===== src/hdl/synth_pkg.sv =====
package synth_pkg;

  localparam int clock_hz = 50_000_000;
  localparam int sample_hz = 48_000;
  localparam int tick_cycles = clock_hz / sample_hz; // truncates to 1041
  localparam int tick_width = $clog2(tick_cycles);

  localparam int num_voices = 4;

  localparam int level_width = 16;
  localparam logic [level_width-1:0] level_max = '1;

  localparam int rate_width = 16;
  localparam int sustain_width = 8;
  localparam int sustain_shift = level_width - sustain_width; // sustain scales to the top byte

  localparam int key_width = 7;

  localparam int wb_addr_width = 3;
  localparam int wb_data_width = 16;

  localparam int sample_width = 16;

  localparam int status_overflow_bit = 8;

  typedef enum logic [2:0] {
    env_idle,
    env_attack,
    env_decay,
    env_sustain,
    env_release
  } env_state_t;

  typedef enum logic [wb_addr_width-1:0] {
    reg_attack   = 3'd0,
    reg_decay    = 3'd1,
    reg_sustain  = 3'd2,
    reg_release  = 3'd3,
    reg_note_on  = 3'd4,
    reg_note_off = 3'd5,
    reg_status   = 3'd6
  } reg_addr_t;

endpackage


===== src/hdl/voice_controller.sv =====
`timescale 1ns/1ps

module voice_controller (
  input  logic                                 clock_50_000_000,
  input  logic                                 reset_l,
  input  logic                                 wb_cyc,
  input  logic                                 wb_stb,
  input  logic                                 wb_we,
  input  logic [synth_pkg::wb_addr_width-1:0]  wb_adr,
  input  logic [synth_pkg::wb_data_width-1:0]  wb_dat_w,
  output logic [synth_pkg::wb_data_width-1:0]  wb_dat_r,
  output logic                                 wb_ack,
  input  logic [synth_pkg::num_voices-1:0]     voice_active,
  output logic [synth_pkg::num_voices-1:0]     note_on,
  output logic [synth_pkg::num_voices-1:0]     note_off,
  output logic                                 sample_tick,
  output logic [synth_pkg::rate_width-1:0]     attack_rate,
  output logic [synth_pkg::rate_width-1:0]     decay_rate,
  output logic [synth_pkg::sustain_width-1:0]  sustain_level,
  output logic [synth_pkg::rate_width-1:0]     release_rate
);

  logic                                 bus_req;
  logic                                 bus_wr;
  logic [synth_pkg::key_width-1:0]      bus_key;
  logic [synth_pkg::tick_width-1:0]     tick_count;
  logic                                 overflow;
  logic [synth_pkg::key_width-1:0]      key_table [synth_pkg::num_voices];
  logic [synth_pkg::num_voices-1:0]     free_sel;
  logic [synth_pkg::num_voices-1:0]     match_sel;
  logic [synth_pkg::wb_data_width-1:0]  read_data;

  assign bus_req = wb_cyc && wb_stb && !wb_ack; // ack goes high on the next edge
  assign bus_wr = bus_req && wb_we;
  assign bus_key = wb_dat_w[synth_pkg::key_width-1:0];

  // lowest idle voice and lowest active voice holding the key, both one-hot
  always_comb begin
    free_sel = '0;
    match_sel = '0;
    for (int v = synth_pkg::num_voices - 1; v >= 0; v--) begin
      if (!voice_active[v]) begin
        free_sel = '0;
        free_sel[v] = 1'b1;
      end
      if (voice_active[v] && key_table[v] == bus_key) begin
        match_sel = '0;
        match_sel[v] = 1'b1;
      end
    end
  end

  always_comb begin
    read_data = '0;
    case (synth_pkg::reg_addr_t'(wb_adr))
      synth_pkg::reg_attack:  read_data = attack_rate;
      synth_pkg::reg_decay:   read_data = decay_rate;
      synth_pkg::reg_sustain: read_data[synth_pkg::sustain_width-1:0] = sustain_level;
      synth_pkg::reg_release: read_data = release_rate;
      synth_pkg::reg_status: begin
        read_data[synth_pkg::num_voices-1:0] = voice_active;
        read_data[synth_pkg::status_overflow_bit] = overflow;
      end
      default: read_data = '0; // note registers and address 7 read as zero
    endcase
  end

  always_ff @(posedge clock_50_000_000, negedge reset_l) begin
    if (!reset_l) begin
      wb_ack <= 1'b0;
      note_on <= '0;
      note_off <= '0;
      overflow <= 1'b0;
      attack_rate <= '0;
      decay_rate <= '0;
      sustain_level <= '0;
      release_rate <= '0;
    end else begin
      wb_ack <= bus_req;
      note_on <= '0;
      note_off <= '0;
      if (bus_wr) begin
        case (synth_pkg::reg_addr_t'(wb_adr))
          synth_pkg::reg_attack:  attack_rate <= wb_dat_w;
          synth_pkg::reg_decay:   decay_rate <= wb_dat_w;
          synth_pkg::reg_sustain: sustain_level <= wb_dat_w[synth_pkg::sustain_width-1:0];
          synth_pkg::reg_release: release_rate <= wb_dat_w;
          synth_pkg::reg_note_on: begin
            note_on <= free_sel;
            if (free_sel == '0) begin
              overflow <= 1'b1; // every voice busy so the note is lost
            end
          end
          synth_pkg::reg_note_off: note_off <= match_sel;
          synth_pkg::reg_status:   overflow <= 1'b0;
          default: ;
        endcase
      end
    end
  end

  // read data and the stored keys change only on a bus request
  always_ff @(posedge clock_50_000_000) begin
    if (bus_req) begin
      wb_dat_r <= read_data;
    end
    if (bus_wr && synth_pkg::reg_addr_t'(wb_adr) == synth_pkg::reg_note_on) begin
      for (int v = 0; v < synth_pkg::num_voices; v++) begin
        if (free_sel[v]) begin
          key_table[v] <= bus_key;
        end
      end
    end
  end

  always_ff @(posedge clock_50_000_000, negedge reset_l) begin
    if (!reset_l) begin
      tick_count <= '0;
      sample_tick <= 1'b0;
    end else if (tick_count == synth_pkg::tick_width'(synth_pkg::tick_cycles - 1)) begin
      tick_count <= '0;
      sample_tick <= 1'b1;
    end else begin
      tick_count <= tick_count + 1'b1;
      sample_tick <= 1'b0;
    end
  end

endmodule


===== src/hdl/adsr_envelope.sv =====
`timescale 1ns/1ps

module adsr_envelope (
  input  logic                                 clock_50_000_000,
  input  logic                                 reset_l,
  input  logic                                 sample_tick,
  input  logic                                 note_on,
  input  logic                                 note_off,
  input  logic [synth_pkg::rate_width-1:0]     attack_rate,
  input  logic [synth_pkg::rate_width-1:0]     decay_rate,
  input  logic [synth_pkg::sustain_width-1:0]  sustain_level,
  input  logic [synth_pkg::rate_width-1:0]     release_rate,
  output logic                                 voice_active,
  output logic [synth_pkg::level_width-1:0]    level
);

  synth_pkg::env_state_t                state;
  logic [synth_pkg::level_width-1:0]    sustain_target;
  logic [synth_pkg::level_width:0]      attack_sum;
  logic [synth_pkg::level_width:0]      decay_diff;
  logic [synth_pkg::level_width:0]      release_diff;

  assign sustain_target = {sustain_level, {synth_pkg::sustain_shift{1'b0}}};
  assign voice_active = (state != synth_pkg::env_idle);

  // one extra bit catches the carry or borrow
  assign attack_sum = {1'b0, level} + {1'b0, attack_rate};
  assign decay_diff = {1'b0, level} - {1'b0, decay_rate};
  assign release_diff = {1'b0, level} - {1'b0, release_rate};

  always_ff @(posedge clock_50_000_000, negedge reset_l) begin
    if (!reset_l) begin
      state <= synth_pkg::env_idle;
      level <= '0;
    end else if (note_on) begin
      state <= synth_pkg::env_attack;
      level <= '0;
    end else if (note_off) begin
      if (state != synth_pkg::env_idle) begin
        state <= synth_pkg::env_release; // release starts from wherever the level is
      end
    end else if (sample_tick) begin
      case (state)
        synth_pkg::env_attack: begin
          if (attack_sum[synth_pkg::level_width] ||
              attack_sum[synth_pkg::level_width-1:0] == synth_pkg::level_max) begin
            level <= synth_pkg::level_max;
            state <= synth_pkg::env_decay;
          end else begin
            level <= attack_sum[synth_pkg::level_width-1:0];
          end
        end
        synth_pkg::env_decay: begin
          if (decay_diff[synth_pkg::level_width] ||
              decay_diff[synth_pkg::level_width-1:0] <= sustain_target) begin
            level <= sustain_target;
            state <= synth_pkg::env_sustain;
          end else begin
            level <= decay_diff[synth_pkg::level_width-1:0];
          end
        end
        synth_pkg::env_release: begin
          if (release_diff[synth_pkg::level_width] ||
              release_diff[synth_pkg::level_width-1:0] == '0) begin
            level <= '0;
            state <= synth_pkg::env_idle;
          end else begin
            level <= release_diff[synth_pkg::level_width-1:0];
          end
        end
        default: ; // idle and sustain hold their level
      endcase
    end
  end

endmodule


===== src/hdl/envelope_mixer.sv =====
`timescale 1ns/1ps

module envelope_mixer (
  input  logic                                                   clock_50_000_000,
  input  logic                                                   reset_l,
  input  logic                                                   sample_tick,
  input  logic [synth_pkg::num_voices*synth_pkg::level_width-1:0] levels,
  output logic [synth_pkg::sample_width-1:0]                     audio_sample,
  output logic                                                   sample_valid
);

  localparam int sum_width = synth_pkg::level_width + $clog2(synth_pkg::num_voices);

  logic                  tick_d;
  logic [sum_width-1:0]  level_sum;

  always_comb begin
    level_sum = '0;
    for (int v = 0; v < synth_pkg::num_voices; v++) begin
      level_sum = level_sum + sum_width'(levels[v*synth_pkg::level_width +: synth_pkg::level_width]);
    end
  end

  // levels settle on the edge after the tick so the sum is taken one cycle later
  always_ff @(posedge clock_50_000_000, negedge reset_l) begin
    if (!reset_l) begin
      tick_d <= 1'b0;
      sample_valid <= 1'b0;
      audio_sample <= '0;
    end else begin
      tick_d <= sample_tick;
      sample_valid <= tick_d;
      if (tick_d) begin
        audio_sample <= level_sum[sum_width-1 -: synth_pkg::sample_width]; // divide by the voice count
      end
    end
  end

endmodule


===== src/hdl/envelope_synth_top.sv =====
`timescale 1ns/1ps

module envelope_synth_top (
  input  logic                                 clock_50_000_000,
  input  logic                                 reset_l,
  input  logic                                 wb_cyc,
  input  logic                                 wb_stb,
  input  logic                                 wb_we,
  input  logic [synth_pkg::wb_addr_width-1:0]  wb_adr,
  input  logic [synth_pkg::wb_data_width-1:0]  wb_dat_w,
  output logic [synth_pkg::wb_data_width-1:0]  wb_dat_r,
  output logic                                 wb_ack,
  output logic [synth_pkg::sample_width-1:0]   audio_sample,
  output logic                                 sample_valid
);

  logic [synth_pkg::num_voices-1:0]                        voice_active;
  logic [synth_pkg::num_voices-1:0]                        note_on;
  logic [synth_pkg::num_voices-1:0]                        note_off;
  logic                                                    sample_tick;
  logic [synth_pkg::rate_width-1:0]                        attack_rate;
  logic [synth_pkg::rate_width-1:0]                        decay_rate;
  logic [synth_pkg::sustain_width-1:0]                     sustain_level;
  logic [synth_pkg::rate_width-1:0]                        release_rate;
  logic [synth_pkg::num_voices*synth_pkg::level_width-1:0] levels;

  voice_controller controller (
    .clock_50_000_000 (clock_50_000_000),
    .reset_l          (reset_l),
    .wb_cyc           (wb_cyc),
    .wb_stb           (wb_stb),
    .wb_we            (wb_we),
    .wb_adr           (wb_adr),
    .wb_dat_w         (wb_dat_w),
    .wb_dat_r         (wb_dat_r),
    .wb_ack           (wb_ack),
    .voice_active     (voice_active),
    .note_on          (note_on),
    .note_off         (note_off),
    .sample_tick      (sample_tick),
    .attack_rate      (attack_rate),
    .decay_rate       (decay_rate),
    .sustain_level    (sustain_level),
    .release_rate     (release_rate)
  );

  for (genvar v = 0; v < synth_pkg::num_voices; v++) begin : voice_gen
    adsr_envelope envelope (
      .clock_50_000_000 (clock_50_000_000),
      .reset_l          (reset_l),
      .sample_tick      (sample_tick),
      .note_on          (note_on[v]),
      .note_off         (note_off[v]),
      .attack_rate      (attack_rate),
      .decay_rate       (decay_rate),
      .sustain_level    (sustain_level),
      .release_rate     (release_rate),
      .voice_active     (voice_active[v]),
      .level            (levels[v*synth_pkg::level_width +: synth_pkg::level_width])
    );
  end

  envelope_mixer mixer (
    .clock_50_000_000 (clock_50_000_000),
    .reset_l          (reset_l),
    .sample_tick      (sample_tick),
    .levels           (levels),
    .audio_sample     (audio_sample),
    .sample_valid     (sample_valid)
  );

endmodule


===== config.mk =====
export PLATFORM = sky130hd
export DESIGN_NAME = envelope_synth_top
export DESIGN_NICKNAME = d
export VERILOG_FILES = /design/src/hdl/synth_pkg.sv /design/src/hdl/voice_controller.sv /design/src/hdl/adsr_envelope.sv /design/src/hdl/envelope_mixer.sv /design/src/hdl/envelope_synth_top.sv
export SDC_FILE = /design/constraint.sdc
export NUM_CORES = 1
export LEC_CHECK = 0
export BUFFER_PORTS_ARGS = -buffer_cell sky130_fd_sc_hd__buf_2
export CELL_PAD_IN_SITES_DETAIL_PLACEMENT = 0
export CELL_PAD_IN_SITES_GLOBAL_PLACEMENT = 2
export CORE_ASPECT_RATIO = 1.25
export CORE_UTILIZATION = 29
export DETAILED_ROUTE_END_ITERATION = 6
export HOLD_SLACK_MARGIN = 0.12
export MAX_ROUTING_LAYER = met4
export PLACE_DENSITY = 0.59
export SLEW_MARGIN = 20
export SYNTH_ARGS = -nofsm -noshare
export SYNTH_HDL_FRONTEND = slang
export SYNTH_SLANG_ARGS = --single-unit

===== constraint.sdc =====
create_clock -name clock_50_000_000 -period 7.3 [get_ports clock_50_000_000]
set_clock_uncertainty 0.2 [all_clocks]
set_input_delay 1.095 -clock clock_50_000_000 [delete_from_list [all_inputs] [get_ports clock_50_000_000]]
set_output_delay 1.095 -clock clock_50_000_000 [all_outputs]
set_load 0.005 [all_outputs]

==> results of run 1 <==
final cells by class:
type	count	area [um2]
Antenna cell	1	2.50
Clock buffer	38	811
Clock inverter	16	208
Fill cell	7857	50300
Inverter	175	657
Multi-Input combinational cell	2067	15400
Sequential cell	216	5630
Tap cell	969	1210
Timing Repair Buffer	86	524
flip-flops by register name (all words and copies together) (netlist names):
name                      flops
controller.attack_rate       16
controller.decay_rate        16
controller.key_table         28
controller.note_off           4
controller.note_on            4
controller.overflow           1
controller.release_rate      16
controller.sample_tick        1
controller.sustain_level      8
controller.tick_count        11
controller.wb_ack             1
controller.wb_dat_r          16
mixer.audio_sample           16
mixer.sample_valid            1
mixer.tick_d                  1
voice_gen.envelope.level     64
voice_gen.envelope.state     12
stage by stage:
stage	std cells	area, um2	worst slack [ns]	total power, W
after CTS	3567	24400	0.737	0.00508
after detailed placement	3513	23400	0.783	0.00349
after global placement	3513	23400	0.781	0.00348
final	3568	24400	0.787	0.00505
after global routing	3568	24400	0.305	0.00531
after floorplan	2520	21900	1.77	0.00264
cell usage in the layout, fill, tap and decap left out, types with 20 or more instances in the layout:
master,count
sky130_fd_sc_hd__o21ai_0,182
sky130_fd_sc_hd__buf_2,56
sky130_fd_sc_hd__clkbuf_16,30
sky130_fd_sc_hd__nor3_1,73
sky130_fd_sc_hd__edfxtp_1,44
sky130_fd_sc_hd__a21oi_1,176
sky130_fd_sc_hd__nand2b_1,41
sky130_fd_sc_hd__xor2_1,86
sky130_fd_sc_hd__nand2_1,157
sky130_fd_sc_hd__o211ai_1,20
sky130_fd_sc_hd__a21o_1,55
sky130_fd_sc_hd__inv_1,175
sky130_fd_sc_hd__o31ai_1,21
sky130_fd_sc_hd__xnor2_1,111
sky130_fd_sc_hd__a221oi_1,21
sky130_fd_sc_hd__mux2i_1,37
sky130_fd_sc_hd__nand3_1,59
sky130_fd_sc_hd__buf_4,28
sky130_fd_sc_hd__nor2b_1,44
sky130_fd_sc_hd__nor4_1,24
sky130_fd_sc_hd__ha_1,258
sky130_fd_sc_hd__and3_1,21
sky130_fd_sc_hd__a211oi_1,29
sky130_fd_sc_hd__nor2_1,180
sky130_fd_sc_hd__o21a_1,33
sky130_fd_sc_hd__mux2_2,46
sky130_fd_sc_hd__dfrtp_1,172
sky130_fd_sc_hd__o21bai_1,25
sky130_fd_sc_hd__fa_1,29
sky130_fd_sc_hd__or3_1,23
worst min path at each step:
| stage | depth (start not counted) | slack [ns] | to |
|---|---|---|---|
| global route | 0 | 0.25 | mixer.tick_d$_DFF_PN0_ |
| detailed placement | 0 | 0.22 | mixer.tick_d$_DFF_PN0_ |
| floorplan | 0 | 0.15 | mixer.sample_valid$_DFF_PN0_ |
| global placement | 0 | 0.20 | mixer.tick_d$_DFF_PN0_ |
| CTS | 0 | 0.23 | mixer.tick_d$_DFF_PN0_ |
| finish | 0 | 0.23 | mixer.tick_d$_DFF_PN0_ |
logic make-up after synthesis:
| logic type | count (synthesis) | synth area share |
|---|---|---|
| XOR/XNOR | 197 | 0.0789 |
| flip-flops | 216 | 0.257 |
| buffers and inverters | 237 | 0.0411 |
| AO/OA/AOI/OAI | 766 | 0.235 |
| multiplexers | 88 | 0.0458 |
| AND/OR/NAND/NOR | 729 | 0.168 |
| adder cells (fa/ha/maj) | 287 | 0.174 |
critical path, stage by stage, from the launching register on:
cell	delay [ns]
sky130_fd_sc_hd__dfrtp_1	0.67
sky130_fd_sc_hd__ha_1	0.27
sky130_fd_sc_hd__inv_1	0.06
sky130_fd_sc_hd__fa_1	0.42
sky130_fd_sc_hd__a211oi_1	0.33
sky130_fd_sc_hd__o21ai_0	0.21
sky130_fd_sc_hd__a311oi_1	0.33
sky130_fd_sc_hd__o21bai_1	0.17
sky130_fd_sc_hd__o31ai_1	0.45
sky130_fd_sc_hd__o21bai_1	0.12
sky130_fd_sc_hd__a21oi_1	0.19
sky130_fd_sc_hd__xnor2_1	0.11
sky130_fd_sc_hd__ha_1	0.31
sky130_fd_sc_hd__nand4_1	0.11
sky130_fd_sc_hd__nor4_1	0.30
sky130_fd_sc_hd__nand3_1	0.08
sky130_fd_sc_hd__or4_1	0.45
sky130_fd_sc_hd__nand3_1	0.46
sky130_fd_sc_hd__mux2i_1	0.39
sky130_fd_sc_hd__a21oi_1	0.15
sky130_fd_sc_hd__o21a_1	0.15
sky130_fd_sc_hd__a2111oi_0	0.42
report_power, final:
group	leakage (nW)	switching (W)	internal, W
registers	2.68	0.000216	0.00131
clock network	0.500	0.000634	0.000927
logic	8.13	0.00126	0.000704
total	11.3	0.00211	0.00294
routing by layer:
| layer | vias up | wire (um) | global-route usage |
|---|---|---|---|
| met3 | 136 | 4410 | 0.0349 |
| li1 | 9489 | - | - |
| met1 | 9878 | 41400 | 0.313 |
| met4 | 0 | 4360 | 0.105 |
| met2 | 507 | 48000 | 0.444 |
| met5 | - | 0 | - |
==> impl.org, run 1 <==
** Timing
- Setup repair after global routing left no endpoint under its margin.
- Fmax :: 154 MHz
- In the final timing run, aggregate negative setup slack is 0 ns.
- For the pin with the worst max-slew slack, the measured transition is 1.10 ns.
- Subtracting the final worst setup slack from the clock period gives 6.51 ns.
- Setup violations remaining at the end of the flow were counted as 0.
- The number of hold violations in the final report is 0.
- Max-slew headroom :: 0.266
- The final count of pins violating max slew was 0.
- Final Cycle Share :: 0.892
- Worst hold slack :: 0.226 ns

** Clock tree
- Gates resized during post-CTS repair numbered 0.
- TritonCTS built the clock tree.
- Post-CTS setup-driven buffer insertion count :: 0
- Counting every sink on the clock net gives 216.
- CTS H-Tree Depth :: 1
- Clock Latency Late Sink :: 0.61 ns
- Maximum buffer depth of the clock tree :: 3
- The cell sitting at the root of the clock tree is a sky130_fd_sc_hd__clkbuf_16.
- Clock input transition at the sequential cells of the worst setup and hold paths :: 0.06 ns
- Hold repair after CTS inserted 0 buffers.
- Buffers inserted during clock tree synthesis total 29.

** Floorplanning
- The die covers 76500 um2.
- Width of the die :: 248 um
- The initial utilization of the core area, before any placement, comes to 0.293.
- Measured along the y axis, the die boundary spans 309 um.
- I/O pins :: 58
- Core area :: 74700 um2
- Row Count :: 112

** Setup path
- Worst reg2reg setup slack :: 0.79 ns
- STA classifies the critical path endpoint as a register.
- Path depth of the worst reg2reg path :: 21
- For the worst setup path, the data required time is 7.56 ns.
- STA classifies the critical path startpoint as a register.
- In this run the worst path has a maximum fanout of 11.
- The setup path with the least slack is of type register to register.
- The critical path starts at controller.decay_rate[0]$_DFFE_PN0P_.
- STA puts the critical path data arrival time at 6.77 ns.
- Critical register-to-register path startpoint :: controller.decay_rate[0]$_DFFE_PN0P_
- End point of the critical path :: voice_gen[3].envelope.level[8]$_DFFE_PN0P_
- The worst register-to-register path ends at voice_gen[3].envelope.level[8]$_DFFE_PN0P_.

** Status
- The final reports fail on DRC.
- Status :: finished, violations left

** Power and ir drop
- In this run the static leakage power is 11.3 nW.
- Power spread over the standard cell area amounts to 207 nW/um2.
- Maximum vdd ir drop :: 0.000158 V

** Synthesis
- Ranked by total cell area, the synthesized netlist is headed by sky130_fd_sc_hd__dfrtp_1 (20%), sky130_fd_sc_hd__ha_1 (15%), sky130_fd_sc_hd__edfxtp_1 (6.0%), sky130_fd_sc_hd__xnor2_1 (4.4%), sky130_fd_sc_hd__o21ai_0 (4.2%).
- Avg Cell Area, Syn :: 8.68 um2
- In the synthesized netlist the async set-or-reset flop fraction comes to 0.796.
- After synthesis, the most frequently instantiated cells are sky130_fd_sc_hd__ha_1 (258), sky130_fd_sc_hd__nor2_1 (183), sky130_fd_sc_hd__o21ai_0 (182).
- When the netlist entered floorplanning its net count stood at 2831.
- sky130_fd_sc_hd__ha_1 is the most common cell in the netlist.
- Most instantiated flip-flop cell in the synthesis netlist :: sky130_fd_sc_hd__dfrtp_1
- Synthesis inferred 216 register bits.
- Post-synthesis cell count :: 2520
- The netlist uses 91 different library cells.
- The share of synthesized area in the top cell type comes to 0.197.
- Of all cell types, the one taking the most synthesized area is sky130_fd_sc_hd__dfrtp_1.
- The share of the Yosys chip area taken by registers is 0.257.
- Synth Warn # :: 0
- Number of synthesized flops with an enable pin :: 44
- Mapped cell area :: 21900 um2

** Routing
- Via total after detailed routing :: 20000
- In the routed design, unresolved DRC markers number 3.
- Initial detailed-routing violation count :: 1460
- The final layout contains routed wiring with a total length of 98200 um.
- Number of antenna-violating nets in the routed design :: 0
- Via-to-Cell Ratio :: 5.61
- After detailed routing, the average wire length per cell comes to 27.5 um.
- For this run, the detailed router's first-pass iteration total came to 7.

** GRT
- The first global-routing pass estimated 140000 um of wire.
- Initial antenna violation count :: 3
- The via count of the first global-routing pass is 19700.
- For this run, the total global-route usage over all layers was measured as 0.263.
- Total congestion overflow :: 0
- Entering global routing, the biggest net connects 124 pins.

** Place
- GPL Wtd Cong :: 0.939
- # port buffers :: 57
- The wire-length estimate of the detail-placed layout is 76400 um.

** Run
- Max-Cap Viols :: 0

** Cells and area
- At the end of the flow, the number of nets in the layout was 2886.
- Layout Utilization :: 0.327
- Of the cells placed in the final design, the portion with a size suffix greater than 1 is 0.0912.
- Compared with the post-synthesis result, the final layout area differs by 11.7%.

** Worst hold path
- Hold Path Class :: register to register
- Start point of the worst hold path :: controller.sample_tick$_DFF_PN0_
(Power assumes the default switching activity.)
==> run 2: changes to the inputs <==
- ABC_AREA: unset -> 1
- CTS_CLUSTER_SIZE: unset -> 8
- PLACE_DENSITY: 0.59 -> 0.65
- SYNTH_HIERARCHICAL: unset -> 1
==> impl.org, run 2 <==
** Timing
- Total Neg Setup Slack :: 0 ns (unchanged)
- The transition time of the tightest slew-check pin was 1.09 ns (was 1.10 ns).
- The number of failing setup endpoints in the final timing report is 0 (unchanged).
- The share of the clock period used by the worst path came to 0.603 (was 0.892).
- The normalized max-slew margin came to 0.267 (was 0.266).
- Setup repair after global routing missed its margin: no (unchanged).
- The number of hold violations in the final report is 0 (unchanged).
- Count of pins over their slew limit :: 0 (unchanged)
- The shortest period the worst path allows was 4.41 ns (was 6.51 ns).
- The worst hold-check slack came to 0.269 ns (was 0.226 ns).
- Fmax :: 227 MHz (was 154 MHz)

** Floorplanning
- The starting density of the core came to 0.292 (was 0.293).
- The number of placed I/O pins came to 58 (unchanged).
- Row Count :: 123 (was 112)
- Width of the die :: 272 um (was 248 um)
- The die area is 92000 um2 (was 76500 um2).
- Die extent in y :: 339 um (was 309 um)
- Core area :: 90000 um2 (was 74700 um2)

** Status
- Status :: finished, final reports clean (was finished, violations left)

** Synthesis
- The total of flip-flops plus latches after synthesis was 216 (unchanged).
- The total standard cell area after synthesis was 26300 um2 (was 21900 um2).
- The synthesized area per cell was 6.37 um2 (was 8.68 um2).
- The leading area contributor after synthesis was sky130_fd_sc_hd__nand2_1 (was sky130_fd_sc_hd__dfrtp_1).
- Net Count, Synth :: 4443 (was 2831)
- The area share of the leading cell type in the synthesized netlist is 0.187 (was 0.197).
- The share of synthesized registers carrying an async set or reset came to 0.796 (unchanged).
- The portion of the post-synthesis area used by sequential elements came to 0.214 (was 0.257).
- The number of enable-type register cells in the synthesized netlist is 44 (unchanged).
- The most used standard cell by instance count after synthesis is sky130_fd_sc_hd__nand2_1 (was sky130_fd_sc_hd__ha_1).
- Synth area leaders: sky130_fd_sc_hd__nand2_1 (19%), sky130_fd_sc_hd__dfrtp_1 (16%), sky130_fd_sc_hd__ha_1 (11%), sky130_fd_sc_hd__inv_1 (11%), sky130_fd_sc_hd__nand3_1 (6.4%) (was sky130_fd_sc_hd__dfrtp_1 (20%), sky130_fd_sc_hd__ha_1 (15%), sky130_fd_sc_hd__edfxtp_1 (6.0%), sky130_fd_sc_hd__xnor2_1 (4.4%), sky130_fd_sc_hd__o21ai_0 (4.2%)).
- Synth top cells by count: sky130_fd_sc_hd__nand2_1 (1310), sky130_fd_sc_hd__inv_1 (781), sky130_fd_sc_hd__nand3_1 (335) (was sky130_fd_sc_hd__ha_1 (258), sky130_fd_sc_hd__nor2_1 (183), sky130_fd_sc_hd__o21ai_0 (182)).
- The number of distinct library cells after synthesis is 59 (was 91).
- The dominant register cell in the synthesized netlist was sky130_fd_sc_hd__dfrtp_1 (unchanged).
- The instance count of the mapped netlist was 4134 (was 2520).
- The number of synthesis warnings came to 6 (was 0).

** Routing
- Final Routed Wirelength :: 116000 um (was 98200 um)
- Average wire per standard cell :: 21.5 um (was 27.5 um)
- DRC violation count after routing :: 0 (was 3)
- The post-detailed-route count of antenna-violating nets was 0 (unchanged).
- Via total after detailed routing :: 26100 (was 20000)
- The total iterations of the first detailed-routing run is 7 (unchanged).
- The routed via count divided by cell count came to 4.81 (was 5.61).
- Initial detailed-routing violation count :: 1768 (was 1460)

** GRT
- The via count of the first global-routing pass came to 25800 (was 19700).
- Total congestion overflow :: 0 (unchanged)
- Initial antenna violation count :: 1 (was 3)
- Wire length of the first global-routing pass :: 171000 um (was 140000 um)
- Maximum number of pins on one net before global-route repair :: 96 (was 124)
- The global routing usage summed across all routing layers is 0.259 (was 0.263).

** Setup path
- CP Launch Type :: register (unchanged)
- The kind of end point of the critical path is a register (unchanged).
- The type of the worst setup path is register to register (unchanged).
- Maximum fanout encountered on the critical timing path :: 14 (was 11)
- The critical path data required time came to 7.54 ns (was 7.56 ns).
- The worst path arrival time was 4.64 ns (was 6.77 ns).

** Power and ir drop
- Leakage Power :: 16.2 nW (was 11.3 nW)
- Maximum vdd ir drop :: 0.000190 V (was 0.000158 V)
- Power density relative to cell area :: 197 nW/um2 (was 207 nW/um2)

** Cells and area
- Nets@finish :: 4516 (was 2886)
- Registers with the highest flip-flop counts: voice_gen.envelope/level: 64 flops, controller/key_table: 28 flops (was voice_gen.envelope.level: 64 flops, controller.key_table: 28 flops).
- The leading cell type in the layout, fill and taps excluded is sky130_fd_sc_hd__nand2_1 (was sky130_fd_sc_hd__ha_1).
- The flip-flop count of the largest register after layout came to 64 (unchanged).
- Most frequent cells in the layout :: sky130_fd_sc_hd__nand2_1 (1310), sky130_fd_sc_hd__inv_1 (781), sky130_fd_sc_hd__nand3_1 (335) (was sky130_fd_sc_hd__ha_1 (258), sky130_fd_sc_hd__o21ai_0 (182), sky130_fd_sc_hd__nor2_1 (180))
- Design Area, Final :: 29100 um2 (was 24400 um2)
- Synthesis-to-layout area growth :: 10.7% (was 11.7%)
- The largest register by flop count is voice_gen.envelope/level (was voice_gen.envelope.level).
- Share of layout cells above drive strength 1 :: 0.0932 (was 0.0912)

** Clock tree
- CTS H-Tree Depth :: 2 (was 1)
- Clock Latency Late Sink :: 0.60 ns (was 0.61 ns)
- The clock buffer count from CTS is 36 (was 29).
- The clock slew seen by the registers of the worst setup and hold paths came to 0.06 ns (about the same).
- Post-CTS setup-driven buffer insertion count :: 0 (unchanged)
- Gates resized, CTS repair :: 0 (unchanged)
- The cts-stage hold buffer count came to 0 (unchanged).
- The clock tree from TritonCTS was built (unchanged).
- The maximum count of clock buffers along a single path was 3 (unchanged).
- Root buffer selected by CTS :: sky130_fd_sc_hd__clkbuf_16 (unchanged)
- The number of clock sinks was 216 (unchanged).

** Worst hold path
- Hold Path Class :: register to register (unchanged)

** Place
- The number of buffer cells added on primary ports came to 57 (unchanged).
- The post-placement cell area is 28000 um2 (was 23400 um2).
- The final estimated routing congestion in global placement is 0.911 (was 0.939).
- Half-perimeter wire length after detailed placement :: 94000 um (was 76400 um)

** Run
- The max-capacitance violation count came to 0 (unchanged).
run 2: changes by cell type after synthesis, moves of 51 or more:
cell and change:
sky130_fd_sc_hd__xnor2_1 -74, sky130_fd_sc_hd__nor2_1 +69, sky130_fd_sc_hd__o21ai_0 -88, sky130_fd_sc_hd__nand3_1 +276, sky130_fd_sc_hd__clkbuf_1 -51, sky130_fd_sc_hd__nand2_2 +73, sky130_fd_sc_hd__inv_1 +606, sky130_fd_sc_hd__nand2_1 +1153
run 2: power by group:
part	switching [W]	internal [W]	total [W]	leakage, nW
registers	0.000363	0.00130	0.00167	2.68
clock network	0.000693	0.00105	0.00175	0.563
logic	0.00158	0.000736	0.00232	12.9
total	0.00264	0.00310	0.00574	16.2
run 2: kinds of logic (layout without fill, tap and decap cells):
family	Yosys count	after routing	share of synthesized area
fa+ha+maj	285	285	0.148
xor+xnor	78	78	0.0259
simple gates	2235	2235	0.383
buf+inv	868	962	0.130
flops	216	216	0.214
compound gates	452	452	0.0992
other cells	0	2	0
run 2: worst max-delay path, cell delays in order, from the launching register on:
cell,delay (ns)
sky130_fd_sc_hd__dfrtp_1,0.57
sky130_fd_sc_hd__ha_1,0.21
sky130_fd_sc_hd__inv_1,0.06
sky130_fd_sc_hd__fa_1,0.39
sky130_fd_sc_hd__nand3_1,0.11
sky130_fd_sc_hd__nand2_1,0.11
sky130_fd_sc_hd__nand3_1,0.08
sky130_fd_sc_hd__nand2_1,0.12
sky130_fd_sc_hd__a21oi_1,0.23
sky130_fd_sc_hd__o21bai_1,0.10
sky130_fd_sc_hd__xor2_1,0.23
sky130_fd_sc_hd__inv_1,0.08
sky130_fd_sc_hd__ha_1,0.27
sky130_fd_sc_hd__nand2_1,0.06
sky130_fd_sc_hd__nor2_1,0.17
sky130_fd_sc_hd__nand2_1,0.07
sky130_fd_sc_hd__nor2_1,0.10
sky130_fd_sc_hd__nand3_1,0.08
sky130_fd_sc_hd__nor2_1,0.14
sky130_fd_sc_hd__nand3_2,0.10
sky130_fd_sc_hd__nand3_2,0.21
sky130_fd_sc_hd__inv_1,0.12
sky130_fd_sc_hd__o21ai_0,0.18
sky130_fd_sc_hd__nor2_1,0.06
sky130_fd_sc_hd__o21ai_1,0.13
sky130_fd_sc_hd__nand2_1,0.06
run 2: per-layer routing:
| layer | global-route usage | up-vias | wire length (um) |
|---|---|---|---|
| met5 | - | - | 0 |
| met4 | 0.0726 | 0 | 3540 |
| met3 | 0.0186 | 122 | 3840 |
| met2 | 0.424 | 512 | 54300 |
| met1 | 0.341 | 12200 | 54500 |
| li1 | - | 13200 | - |
run 2: metrics by stage:
stage	cells	utilization	power [W]	setup slack [ns]
2_1_floorplan	4134	-	0.00303	3.65
3_3_place_gp	5356	0.310	0.00403	2.99
3_5_place_dp	5356	0.310	0.00400	2.95
4_1_cts	5415	0.324	0.00579	2.88
5_1_grt	5415	0.324	0.00612	2.33
6_report	5417	0.324	0.00574	2.89
run 2: final cells by class:
class	instances	area, um2
antenna	2	5.00
clock buffer	50	983
timing repair buffer	78	464
multi-input combinational	3050	17300
sequential	216	5630
tap	1187	1490
fill	10200	60900
inverter	825	3100
clock inverter	9	198
run 2: path summary, 6_finish.rpt:
check	end	from	slack, ns	depth (start not counted)
setup / recovery	voice_gen[3].envelope/level[13]$_DFFE_PN0P_	controller/decay_rate[0]$_DFFE_PN0P_	2.89	25
hold / removal	mixer/audio_sample[0]$_DFFE_PN0P_	mixer/audio_sample[0]$_DFFE_PN0P_	0.27	2
hold reg to reg	mixer/audio_sample[0]$_DFFE_PN0P_	mixer/audio_sample[0]$_DFFE_PN0P_	0.27	2
min in group asynchronous	voice_gen[2].envelope/level[6]$_DFFE_PN0P_	reset_l	0.34	1
setup reg to reg	voice_gen[3].envelope/level[13]$_DFFE_PN0P_	controller/decay_rate[0]$_DFFE_PN0P_	2.89	25
max in group asynchronous	controller/attack_rate[15]$_DFFE_PN0P_	reset_l	5.46	2
==> run 3: changes to the inputs <==
- clock period: 7.3 -> 4.4 ns (I/O delays scaled with it)
==> impl.org, run 3 (same netlist as run 2, synthesis figures left out) <==
** Routing
- The routed via count divided by cell count is 4.81 (about the same).
- The number of violations reported at the end of detailed-routing iteration 0 was 1829 (was 1768).
- Via total after detailed routing :: 26500 (was 26100)
- The remaining routing DRC violations came to 0 (unchanged).
- The total iterations of the first detailed-routing run is 5 (was 7).
- Average wire per standard cell :: 22.0 um (was 21.5 um)
- Final Routed Wirelength :: 121000 um (was 116000 um)
- The post-detailed-route count of antenna-violating nets is 0 (unchanged).

** Timing
- Final critical-path setup slack :: 0.254 ns (was 2.89 ns)
- The maximum achievable frequency came to 241 MHz (was 227 MHz).
- Slew at the pin with the worst max-slew slack :: 1.03 ns (was 1.09 ns)
- The share of the clock period used by the worst path came to 0.942 (was 0.603).
- Setup violation total in the final timing report :: 0 (unchanged)
- The total negative slack for setup checks came to 0 ns (unchanged).
- Clock period minus final worst setup slack :: 4.15 ns (was 4.41 ns)
- Max-slew headroom :: 0.306 (was 0.267)
- The number of hold violations in the final report is 0 (unchanged).
- The final count of pins violating max slew came to 0 (unchanged).
- Setup repair after global routing missed its margin: yes (was no).

** GRT
- Initial antenna violation count :: 4 (was 1)
- The global-route met1 utilization came to 0.338 (was 0.341).
- Number of global-route vias before repair :: 25900 (was 25800)
- Total congestion overflow :: 0 (unchanged)
- The routing usage on met2 is 0.446 (was 0.424).
- Wire length of the first global-routing pass :: 175000 um (was 171000 um)
- The largest net degree at the start of global routing was 78 (was 96).
- The global-route track usage on met3 was 0.0209 (was 0.0186).
- The busiest metal layer after global routing was met2 (unchanged).
- Combined global-route utilization of all metal layers :: 0.268 (was 0.259)

** Floorplanning
- Effective utilization at floorplan :: 0.292 (unchanged)
- Core area :: 90000 um2 (unchanged)
- The horizontal die dimension came to 272 um (unchanged).
- Row Count :: 123 (unchanged)
- I/O pins :: 58 (unchanged)
- The overall die height came to 339 um (unchanged).
- Die Outline Area :: 92000 um2 (unchanged)

** Clock tree
- Clock tree from TritonCTS :: built (unchanged)
- Maximum buffer depth of the clock tree :: 3 (unchanged)
- The clock slew seen by the registers of the worst setup and hold paths came to 0.05 ns (was 0.06 ns).
- CTS Buf Count :: 35 (was 36)
- The number of clock sinks is 216 (unchanged).
- CTS H-Tree Depth :: 2 (unchanged)
- The root buffer cell is sky130_fd_sc_hd__clkbuf_16 (unchanged).
- Clock Latency Late Sink :: 0.57 ns (was 0.60 ns)

** Setup path
- Maximum fanout encountered on the critical timing path :: 5 (was 14)
- The kind of end point of the critical path is a register (unchanged).
- The startpoint type of the worst setup path is a register (unchanged).
- Required time reported for the critical path endpoint :: 4.65 ns (was 7.54 ns)
- The type of the worst setup path is register to register (unchanged).
- Worst reg2reg setup slack :: 0.25 ns (was 2.89 ns)
- The worst path arrival time is 4.39 ns (was 4.64 ns).

** Cells and area
- Filler cell count in the final layout :: 10200 (about the same)
- Number of flip-flops under the largest register name :: 64 (unchanged)
- The number of antenna repair diodes is 0 (was 2).
- The leading cell type in the layout, fill and taps excluded was sky130_fd_sc_hd__nand2_1 (unchanged).
- Most frequent cells in the layout: sky130_fd_sc_hd__nand2_1 (1309), sky130_fd_sc_hd__inv_1 (781), sky130_fd_sc_hd__nand3_1 (335) (was sky130_fd_sc_hd__nand2_1 (1310), sky130_fd_sc_hd__inv_1 (781), sky130_fd_sc_hd__nand3_1 (335)).
- Layout Utilization :: 0.331 (was 0.324)
- The largest register by flop count was voice_gen.envelope/level (unchanged).
- Registers with the highest flip-flop counts: voice_gen.envelope/level: 64 flops, controller/key_table: 28 flops (unchanged).
- The net count of the finished layout is 4609 (was 4516).
- The fraction of layout instances using a drive strength above 1 is 0.114 (was 0.0932).
- Synthesis-to-layout area growth :: 13.1% (was 10.7%)

** Place
- The setup slack at placement is 0.161 ns (was 2.95 ns).
- The number of buffer cells added on primary ports is 57 (unchanged).
- The final estimated routing congestion in global placement was 0.957 (was 0.911).
- Half-perimeter wire length after detailed placement :: 100000 um (was 94000 um)

** Power and ir drop
- The total power per unit cell area was 317 nW/um2 (was 197 nW/um2).
- The reported leakage power is 16.6 nW (was 16.2 nW).
- Maximum vdd ir drop :: 0.000286 V (was 0.000190 V)

** Status
- Status: finished, final reports clean (unchanged).

** Run
- Max-Cap Viols :: 0 (unchanged)

** Worst hold path
- Hold Path Class :: input pin to register (was register to register)
[run 3: cell types whose count changed in the layout (fill, tap and decap cells not counted), moves of 3 or more]
cell,before,now
sky130_fd_sc_hd__a21oi_1,211,208
sky130_fd_sc_hd__a21oi_2,21,24
sky130_fd_sc_hd__buf_4,20,114
sky130_fd_sc_hd__clkbuf_1,11,15
sky130_fd_sc_hd__dfrtp_1,172,168
sky130_fd_sc_hd__dfrtp_2,0,4
[run 3: critical path, cell delays in order (launching register included)]
cell,delay (ns)
sky130_fd_sc_hd__dfrtp_1,0.56
sky130_fd_sc_hd__inv_1,0.11
sky130_fd_sc_hd__ha_1,0.37
sky130_fd_sc_hd__a21oi_1,0.33
sky130_fd_sc_hd__o21ai_0,0.15
sky130_fd_sc_hd__a21oi_1,0.16
sky130_fd_sc_hd__nand2_1,0.08
sky130_fd_sc_hd__xor2_1,0.21
sky130_fd_sc_hd__inv_1,0.10
sky130_fd_sc_hd__ha_1,0.31
sky130_fd_sc_hd__nand2_1,0.06
sky130_fd_sc_hd__inv_1,0.09
sky130_fd_sc_hd__nand3_1,0.08
sky130_fd_sc_hd__nor2_1,0.15
sky130_fd_sc_hd__nand3_1,0.10
sky130_fd_sc_hd__nor2_1,0.11
sky130_fd_sc_hd__nand2_2,0.10
sky130_fd_sc_hd__nand4_1,0.16
sky130_fd_sc_hd__nand2_1,0.09
sky130_fd_sc_hd__a21oi_2,0.10
sky130_fd_sc_hd__nand2_1,0.12
sky130_fd_sc_hd__nand2_2,0.11
sky130_fd_sc_hd__nand2_2,0.06
sky130_fd_sc_hd__nand2_1,0.06
sky130_fd_sc_hd__nand2_1,0.04
[run 3: layout make-up]
class,instances,area (um2),share of cell area
clock buffers,54,998,0.0335
clock inverters,5,90.1,0.00302
inverters,825,3100,0.104
multi-input cells,3050,17300,0.582
flip-flops and latches,216,5630,0.189
well taps,1187,1490,0.0499
repair buffers,172,1160,0.0389
[run 3: what timing repair did]
item                                   in CTS  in global routing
setup endpoints to repair                   0                 56
endpoints found under the hold margin      73                  0
gates resized for setup                     0                 13
hold buffers                                1                  0
buffers inserted                            0                 16
[run 3: path summary, 6_finish.rpt]
check,startpoint,endpoint,depth (start not counted)
min,wb_dat_w[15],controller/attack_rate[15]$_DFFE_PN0P_,3
max,controller/decay_rate[10]$_DFFE_PN0P_,voice_gen[1].envelope/state[2]$_DFFE_PN0P_,24
max reg2reg,controller/decay_rate[10]$_DFFE_PN0P_,voice_gen[1].envelope/state[2]$_DFFE_PN0P_,24
min in group asynchronous,reset_l,mixer/audio_sample[15]$_DFFE_PN0P_,2
max in group asynchronous,reset_l,voice_gen[1].envelope/level[6]$_DFFE_PN0P_,3
min reg2reg,mixer/audio_sample[13]$_DFFE_PN0P_,mixer/audio_sample[13]$_DFFE_PN0P_,2
[run 3: layer usage]
metal | vias up | share of wire
met5 | - | 0
met3 | 146 | 0.038
met4 | 0 | 0.040
met2 | 569 | 0.48
met1 | 12400 | 0.45
li1 | 13400 | -
[run 3: metrics by stage]
| stage | total power [W] | std cells | hold slack [ns] | cell area [um2] |
|---|---|---|---|---|
| 6_report | 0.00945 | 5509 | 0.166 | 29800 |
| 5_1_grt | 0.0101 | 5509 | 0.171 | 29800 |
| 4_1_cts | 0.00949 | 5493 | 0.135 | 29600 |
| 3_5_place_dp | 0.00671 | 5433 | 0.262 | 28500 |
| 3_3_place_gp | 0.00675 | 5433 | 0.261 | 28500 |
| 2_1_floorplan | 0.00503 | 4134 | 0.164 | 26300 |
[run 3: power by group]
group          internal, W  switching [W]  total (W)  leakage, nW
combinational      0.00126        0.00273    0.00399         13.4
clock              0.00162        0.00110    0.00272        0.524
sequential         0.00217       0.000569    0.00274         2.68
